## src/rtl/uart_tx_config.svh

```systemverilog
`ifndef UART_TX_CONFIG_SVH
`define UART_TX_CONFIG_SVH

// frame payload size, lsb goes out first
`define UART_DATA_BITS 8

// transmit buffer entries, keep a power of two
`define UART_FIFO_DEPTH 4

`endif

```

## src/rtl/uart_tx_pkg.sv

```systemverilog
`default_nettype none

`include "uart_tx_config.svh"

package uart_tx_pkg;

    // one payload byte as it moves from producer to line
    typedef logic [`UART_DATA_BITS-1:0] tx_byte_t;

    // frame sequencing states
    typedef enum logic [2:0] {
        IDLE      = 3'b000,    // waiting for a queued byte
        LOAD      = 3'b001,    // pop fifo, capture byte
        START_BIT = 3'b010,    // line low
        DATA_BITS = 3'b011,    // payload, lsb first
        STOP_BIT  = 3'b100     // line high
    } state_t;

endpackage

`default_nettype wire

```

## src/rtl/uart_tx_fifo.sv

```systemverilog
`default_nettype none

`include "uart_tx_config.svh"

module uart_tx_fifo
    import uart_tx_pkg::*;
#(
    parameter type payload_t = tx_byte_t,
    parameter int  DEPTH     = `UART_FIFO_DEPTH
) (
    input  logic     div_clk,
    input  logic     rst_n,
    input  payload_t in_data,
    input  logic     in_valid,
    output logic     in_ready,     // not full
    output payload_t out_data,     // head entry
    output logic     out_valid,    // not empty
    input  logic     out_pop
);

    localparam int PTR_W = $clog2(DEPTH);
    localparam int CNT_W = $clog2(DEPTH + 1);

    payload_t         mem [DEPTH];
    logic [PTR_W-1:0] wr_ptr;
    logic [PTR_W-1:0] rd_ptr;
    logic [CNT_W-1:0] count;
    logic             push;
    logic             pop;

    assign in_ready  = (count != CNT_W'(DEPTH));
    assign out_valid = (count != '0);
    assign out_data  = mem[rd_ptr];

    assign push = in_valid && in_ready;
    assign pop  = out_pop && out_valid;

    always_ff @(posedge div_clk) begin
        if (push) begin
            mem[wr_ptr] <= in_data;
        end
    end

    // pointers wrap on their own since DEPTH is a power of two
    always_ff @(posedge div_clk or negedge rst_n) begin
        if (!rst_n) begin
            wr_ptr <= '0;
            rd_ptr <= '0;
            count  <= '0;
        end else begin
            if (push) begin
                wr_ptr <= wr_ptr + 1'b1;
            end
            if (pop) begin
                rd_ptr <= rd_ptr + 1'b1;
            end
            case ({push, pop})
                2'b10:   count <= count + 1'b1;
                2'b01:   count <= count - 1'b1;
                default: count <= count;        // both or neither
            endcase
        end
    end

endmodule

`default_nettype wire

```

## src/rtl/uart_fsm.sv

```systemverilog
`default_nettype none

module uart_fsm
    import uart_tx_pkg::*;
(
    input  logic div_clk,
    input  logic rst_n,
    input  logic tx_valid,       // byte waiting in fifo
    input  logic count_done,     // last data bit on the line
    output logic load,           // pop fifo into shifter
    output logic start_shift,    // present and shift data bits
    output logic start_count,    // bit counter enable
    output logic start,          // hold line low
    output logic tx_ready,
    output logic tx_busy
);

    state_t state;
    state_t next_state;

    always_ff @(posedge div_clk or negedge rst_n) begin
        if (!rst_n) begin
            state <= IDLE;
        end else begin
            state <= next_state;
        end
    end

    always_comb begin
        next_state = state;
        case (state)
            IDLE: begin
                if (tx_valid) begin
                    next_state = LOAD;
                end
            end
            LOAD:      next_state = START_BIT;
            START_BIT: next_state = DATA_BITS;
            DATA_BITS: begin
                if (count_done) begin
                    next_state = STOP_BIT;    // eighth bit is going out now
                end
            end
            STOP_BIT:  next_state = IDLE;
            default:   next_state = IDLE;
        endcase
    end

    // Moore outputs, decoded from the current state only
    always_comb begin
        load        = 1'b0;
        start_shift = 1'b0;
        start_count = 1'b0;
        start       = 1'b0;
        tx_ready    = 1'b0;
        tx_busy     = 1'b0;
        case (state)
            IDLE: begin
                tx_ready = 1'b1;
            end
            LOAD: begin
                load    = 1'b1;
                tx_busy = 1'b1;
            end
            START_BIT: begin
                start       = 1'b1;
                start_count = 1'b1;
                tx_busy     = 1'b1;
            end
            DATA_BITS: begin
                start_shift = 1'b1;
                start_count = 1'b1;
                tx_busy     = 1'b1;
            end
            STOP_BIT: begin
                tx_busy = 1'b1;    // shifter idles the line high
            end
            default: begin
                tx_busy = 1'b0;
            end
        endcase
    end

endmodule

`default_nettype wire

```

## src/rtl/uart_tx_shifter.sv

```systemverilog
`default_nettype none

`include "uart_tx_config.svh"

module uart_tx_shifter
    import uart_tx_pkg::*;
(
    input  logic     div_clk,
    input  logic     rst_n,
    input  logic     load,          // capture load_data, clear counter
    input  tx_byte_t load_data,
    input  logic     start,         // start bit
    input  logic     start_shift,   // data bit phase
    input  logic     start_count,
    output logic     count_done,
    output logic     tx_serial
);

    localparam int CNT_W = $clog2(`UART_DATA_BITS);
    localparam logic [CNT_W-1:0] LAST_BIT = CNT_W'(`UART_DATA_BITS - 1);

    tx_byte_t         shift_reg;
    logic [CNT_W-1:0] bit_cnt;      // index of bit currently on the line

    always_ff @(posedge div_clk) begin
        if (load) begin
            shift_reg <= load_data;
        end else if (start_shift) begin
            shift_reg <= shift_reg >> 1;    // next bit into position 0
        end
    end

    always_ff @(posedge div_clk or negedge rst_n) begin
        if (!rst_n) begin
            bit_cnt <= '0;
        end else if (load) begin
            bit_cnt <= '0;
        end else if (start_count && start_shift) begin
            bit_cnt <= bit_cnt + 1'b1;      // wraps to zero after last bit
        end
    end

    assign count_done = start_shift && (bit_cnt == LAST_BIT);

    // idle and stop level is high
    always_comb begin
        if (start) begin
            tx_serial = 1'b0;
        end else if (start_shift) begin
            tx_serial = shift_reg[0];
        end else begin
            tx_serial = 1'b1;
        end
    end

endmodule

`default_nettype wire

```

## src/rtl/uart_tx_top.sv

```systemverilog
`default_nettype none

module uart_tx_top
    import uart_tx_pkg::*;
(
    input  logic     div_clk,
    input  logic     rst_n,
    input  tx_byte_t in_data,
    input  logic     in_valid,
    output logic     in_ready,
    output logic     tx_serial,
    output logic     tx_busy
);

    tx_byte_t fifo_data;
    logic     fifo_valid;
    logic     load;         // fifo pop and shifter capture
    logic     start;
    logic     start_shift;
    logic     start_count;
    logic     count_done;
    logic     tx_ready;     // only watched by assertions

    uart_tx_fifo #(
        .payload_t (tx_byte_t)
    ) i_uart_tx_fifo (
        .div_clk   (div_clk),
        .rst_n     (rst_n),
        .in_data   (in_data),
        .in_valid  (in_valid),
        .in_ready  (in_ready),
        .out_data  (fifo_data),
        .out_valid (fifo_valid),
        .out_pop   (load)
    );

    uart_fsm i_uart_fsm (
        .div_clk     (div_clk),
        .rst_n       (rst_n),
        .tx_valid    (fifo_valid),
        .count_done  (count_done),
        .load        (load),
        .start_shift (start_shift),
        .start_count (start_count),
        .start       (start),
        .tx_ready    (tx_ready),
        .tx_busy     (tx_busy)
    );

    uart_tx_shifter i_uart_tx_shifter (
        .div_clk     (div_clk),
        .rst_n       (rst_n),
        .load        (load),
        .load_data   (fifo_data),
        .start       (start),
        .start_shift (start_shift),
        .start_count (start_count),
        .count_done  (count_done),
        .tx_serial   (tx_serial)
    );

endmodule

`default_nettype wire

```

## config.mk

```make
export PLATFORM = sky130hd
export DESIGN_NAME = uart_tx_top
export DESIGN_NICKNAME = d
export VERILOG_FILES = /design/src/rtl/uart_tx_pkg.sv /design/src/rtl/uart_tx_fifo.sv /design/src/rtl/uart_fsm.sv /design/src/rtl/uart_tx_shifter.sv /design/src/rtl/uart_tx_top.sv
export VERILOG_INCLUDE_DIRS = /design/src /design/src/rtl
export SDC_FILE = /design/constraint.sdc
export NUM_CORES = 1
export LEC_CHECK = 0
export BUFFER_PORTS_ARGS = -buffer_cell sky130_fd_sc_hd__buf_4
export CAP_MARGIN = 40
export CORE_ASPECT_RATIO = 1.4
export CORE_MARGIN = 3
export CORE_UTILIZATION = 37
export DETAILED_ROUTE_END_ITERATION = 16
export PLACE_DENSITY = 0.6
export SKIP_CTS_REPAIR_TIMING = 1
export SLEW_MARGIN = 15
export SYNTH_ARGS = -nofsm -noshare
export SYNTH_HDL_FRONTEND = slang
export SYNTH_SLANG_ARGS = --single-unit
export TNS_END_PERCENT = 20
```

## constraint.sdc

```tcl
create_clock -name div_clk -period 4.4 [get_ports div_clk]
set_input_delay 0.66 -clock div_clk [delete_from_list [all_inputs] [get_ports div_clk]]
set_output_delay 0.66 -clock div_clk [all_outputs]
set_load 0.005 [all_outputs]
```

## Word level (Yosys, flattened, before mapping)

Memory sizes are Yosys's and may differ from the RTL's.
Index checks and enable logic that the tools add are counted.

| operators by class | value |
|---|---|
| reductions and logical operators | 12 |
| equal/unequal tests | 10 |
| mux-type cells | 17 |
| add/sub/neg operators | 5 |

Operators by type and width:

| kind | number |
|---|---|
| $mux 8 | 2 |
| $mux 3 | 4 |
| $pmux 3 s4 | 1 |
| $mux 1 | 9 |
| $add 3x1->3 const B | 2 |
| $eq 3x2->1 const B | 2 |
| $eq 3x3->1 const B | 2 |
| $pmux 3 s2 | 1 |
| $reduce_bool 2->1 | 3 |
| $add 2x1->2 const B | 2 |
| $logic_and 1x1->1 | 4 |
| $ne 2x2->1 const B | 2 |
| $reduce_or 4->1 | 1 |
| $eq 3x1->1 const B | 1 |
| $logic_not 3->1 | 1 |
| $ne 3x3->1 const B | 1 |
| $reduce_bool 3->1 | 1 |
| $sub 3x1->3 const B | 1 |
| $eq 2x1->1 const B | 1 |
| $eq 2x2->1 const B | 1 |
| $reduce_and 2->1 | 1 |
| $reduce_or 2->1 | 1 |

| storage, ports and cells | value |
|---|---|
| register bits | 21 |
| RAM bits | 32 |
| output and inout bits | 3 |
| memories | 1 |
| logic and storage cells | 51 |

Memory list:

| memory | words | width | rd ports | clocked after Yosys merged registers in | wr ports | RTL line | source |
|---|---|---|---|---|---|---|---|
| i_uart_tx_fifo.mem | 4 | 8 | 1 | 0 | 1 | uart_tx_fifo.sv:24 | `payload_t mem [DEPTH];` |

## Longest topological paths before layout

| depth | value |
|---|---|
| word-level depth | 6 |
| depth in mapped cells | 10 |
| depth with buffers taken out | 9 |

## Hierarchy

A second synthesis with hierarchy kept.

| unflattened totals | value |
|---|---|
| cells, all modules | 131 |
| area, all modules | 2289.7 um2 |

Modules (own cells, without submodules):

| module | sequential area each (um2) | instances | cells an instance | area each (um2) |
|---|---|---|---|---|
| uart_tx_fifo | 1136.1 | 1 | 79 | 1582.8 |
| uart_tx_shifter | 315.3 | 1 | 36 | 551.8 |
| uart_fsm | 75.1 | 1 | 16 | 155.1 |

## Least setup slack after synthesis

Ideal clock, no wire load.

| timing | value |
|---|---|
| kind | register -> register |
| start point | register i_uart_fsm.state[1] |
| end point | register i_uart_tx_fifo.count[2] |
| data required time | 4321 ps |
| arrival time | 2172 ps |
| clock period less this slack | 2252 ps |
| path slack | 2148 ps |
| cell stages (with the launch flop) | 11 |
| setup time | 79 ps |
| path through | dfrtp_1 > buf_6 > or3b_1 > buf_6 > nor2_2 > ha_1 > inv_1 > fa_1 > xor2_1 > nor2_1 > xor2_1 |

| between the ends | value |
|---|---|
| longest elaborated chain between the ends | 5 |

RTL lines:

| item | RTL line | source |
|---|---|---|
| from (decl) | uart_fsm.sv:18 | `state_t state;` |
| from (signal assigned) | uart_fsm.sv:25 | `state <= next_state;` |
| $eq 3x1->1 * | uart_fsm.sv:57 | `case (state)` |
| $mux 1 * | uart_fsm.sv:57 |  |
| $logic_and 1x1->1 * | uart_tx_fifo.sv:36 | `assign pop = out_pop && out_valid;` |
| via i_uart_tx_fifo.pop | uart_tx_fifo.sv:29 | `logic pop;` |
| $eq 2x1->1 or $eq 2x2->1 (tied branches) | uart_tx_fifo.sv:57 | `case ({push, pop})` |
| $pmux 3 s2 or $reduce_bool 2->1 (tied branches) | - |  |
| to (signal assigned) | uart_tx_fifo.sv:58 | `2'b10: count <= count + 1'b1;` |
| to (signal assigned) | uart_tx_fifo.sv:59 | `2'b01: count <= count - 1'b1;` |
| to (signal assigned) | uart_tx_fifo.sv:60 | `default: count <= count;` |
| to (decl) | uart_tx_fifo.sv:27 | `logic [CNT_W-1:0] count;` |

Mark *: on every way through the listed nets, which the timed path passes. The rest lies on a longest branch.
A chain may end at the register's enable or synchronous reset.

## Final worst setup path

Ends and elaborated chain as after synthesis.

==> reports/qor.yml <==
run_status: "finished, final reports clean"
cts-htree-levels: 2
final_area_mm2: 0.00247
start_kind: "register"
final_antenna_net_count: 0
synth_top_area_frac: 0.541
crit_family: "simple AND/OR/NAND/NOR gates"
rows: 32
vdd_ir_drop_max_v: 0.000240
synthAdderAreaFrac: 0.0484
synthFlopType: "edfxtp_1"
final.period_utilization: 0.558
grt_pass1_vias: 1173
wl_per_cell_um: 16.3
ys_seq_area_frac: 0.687
synth_edf_count: 40
syn_area_mm2: 0.00222
dieArea_mm2: 0.00698
grt_usage: 0.108
diodes: 0
clock-root-buffer: "clkbuf_8"
slew_headroom: 0.604
ys_ff_latch: 53
path_common_cell: "xor2_1"
max_freq_mhz: 407
synthesis.nets: 146
io_pins: 14
max_stage_delay_ns: 0.60
yosys-top-cells-area: "edfxtp_1 54%, dfrtp_1 15%, mux4_2 8.1%, mux2_2 4.1%, ha_1 3.9%"
grt_pass1_wl_um: 5780
clkLatencyLatePin_ns: 0.30
max_cap_violations: 0
largest_reg_flops: 32
hold_viol: 0
endpoint_kind: "register"
finalClockSkew_ns: 0.00419
yosys.area_share.simple: 0.0743
placed_area_mm2: 0.00237
finalCriticalPeriod_ns: 2.46
antenna_found_initial: 0
finalSetupViolations: 0
grt_overflow: 0
design.core.area_mm2: 0.00565
syn_area_per_cell_um2: 17.5
crit_arrival_ns: 2.69
synth_top_family_by_area: "multiplexers"
worst_pin_slew_ns: 0.594
yosysTopAreaCell: "edfxtp_1"
dieWidth_um: 71.5
critical_path.slowest_cell: "or3b_1"
setup-tns-final_ns: 0
dr.pass1.iters: 4
clockBufferDepth: 2
synth_xor_area_frac: 0.0276
synthArstFlopShare: 0.245
post_drt_via_cell_ratio: 4.97
cts_tree: "done"
holdCritPathClass: "in2async"
path_cells: "or3b_1 -> nor2_2 -> ha_1 -> inv_1 -> fa_1 -> xor2_1 -> nor2_1 -> xor2_1"
route.detailed.drc: 0
leakage_nw: 0.950
wl_um: 3460
r2r_slack_ns: 1.94
synth_compound_area_frac: 0.0107
pwr_density_cell_mw_per_mm2: 647
path_buf_inv: 1
drive_gt1_frac: 0.306
drtIter0Drc: 45
crit_required_ns: 4.63
clock-sinks: 53
place.gp.congestion: 0.734
fp.dieH_um: 97.7
start_util: 0.394
syn_inst: 127
rsz0062_at_grt: "false"
muxShareOfSynthArea: 0.126
path_class: "reg2reg"
clk_transition_reported_paths_ns: 0.10
port_buffers: 13
netlist-cell-type-count: 29
yosysWarningCount: 0
path_max_fanout: 10
cts_buffers: 5
hpwlAfterDp_um: 2550
vias: 1053
slew_violations: 0
final_nets: 162
grt_max_degree: 19
area_growth_pct: 11.1
[stage by stage]
stage	total power, mW	utilization	instances	setup slack [ns]	hold slack, ns
global route	1.70	0.437	212	1.82	0.183
CTS	1.62	0.437	212	1.93	0.177
global placement	1.30	0.420	204	2.02	0.475
finish	1.60	0.437	212	1.94	0.177
floorplan	1.20	-	127	2.15	0.364
detailed placement	1.34	0.420	204	1.95	0.494
[cell usage after synthesis (2+ instances only)]
library cell / n
edfxtp_1: 40
dfrtp_1: 13
mux2_2: 8
mux4_2: 8
ha_1: 7
inv_1: 7
nand2_1: 7
and3_1: 4
xor2_1: 4
nor2_1: 3
o21ai_0: 3
xnor2_1: 3
and3_2: 2
buf_6: 2
nor3_1: 2
[worst reg2reg max path, cell delays in order (launching register included)]
cell	delay (ns)
dfrtp_1	0.46
or3b_1	0.60
nor2_2	0.22
ha_1	0.20
inv_1	0.07
fa_1	0.42
xor2_1	0.15
nor2_1	0.11
xor2_1	0.16
[worst paths after layout]
kind / from / to / depth (start not counted)
worst max-delay path: i_uart_fsm.state[1] / i_uart_tx_fifo.count[2] / 8
worst min register to register: i_uart_tx_fifo.count[2] / i_uart_tx_fifo.count[2] / 1
max in group asynchronous: rst_n / i_uart_tx_shifter.bit_cnt[1] / 1
min in group div_clk: i_uart_tx_fifo.count[2] / i_uart_tx_fifo.count[2] / 1
worst min-delay path: rst_n / i_uart_tx_shifter.bit_cnt[0] / 1
worst max register to register: i_uart_fsm.state[1] / i_uart_tx_fifo.count[2] / 8
[power by group]
group          switching [mW]  total, mW  internal (mW)
registers               0.113      0.835          0.722
logic                   0.220      0.481          0.261
clock network           0.164      0.280          0.116
total                   0.497       1.60           1.10
[cell usage in the layout, fill, tap and decap left out, drive strengths merged, types with 2 or more instances in the layout]
| cell | count |
|---|---|
| and3 | 6 |
| buf | 13 |
| clkbuf | 5 |
| clkinv | 2 |
| dfrtp | 13 |
| edfxtp | 40 |
| ha | 7 |
| inv | 8 |
| mux2 | 8 |
| mux4 | 8 |
| nand2 | 7 |
| nor2 | 4 |
| nor3 | 2 |
| o21ai | 3 |
| or3b | 2 |
| xnor2 | 3 |
| xor2 | 4 |
[routing by layer]
| layer | global-route usage | vias up | share of wire |
|---|---|---|---|
| met5 | 0 | - | 0 |
| met4 | 0.0478 | 0 | 0.018 |
| met3 | 0.0248 | 6 | 0.030 |
| met2 | 0.183 | 13 | 0.53 |
| met1 | 0.128 | 535 | 0.42 |
| li1 | - | 499 | - |
[kinds of logic (layout without fill, tap and decap cells)]
kind of cell | after synthesis | after routing
fa+ha+maj | 8 | 8
compound gates | 4 | 4
xor+xnor | 7 | 7
buf+inv | 11 | 28
mux | 17 | 17
flops | 53 | 53
simple gates | 27 | 27
[final cells by class]
type                            instances  area (um2)
Fill cell                             500        3180
Sequential cell                        53        1530
Multi-Input combinational cell         63         638
Timing Repair Buffer                   13        97.6
Tap cell                               68        85.1
Clock buffer                            5        68.8
Clock inverter                          3        26.3
Inverter                                7        26.3
Note: power is estimated with default switching activity, not from simulation.
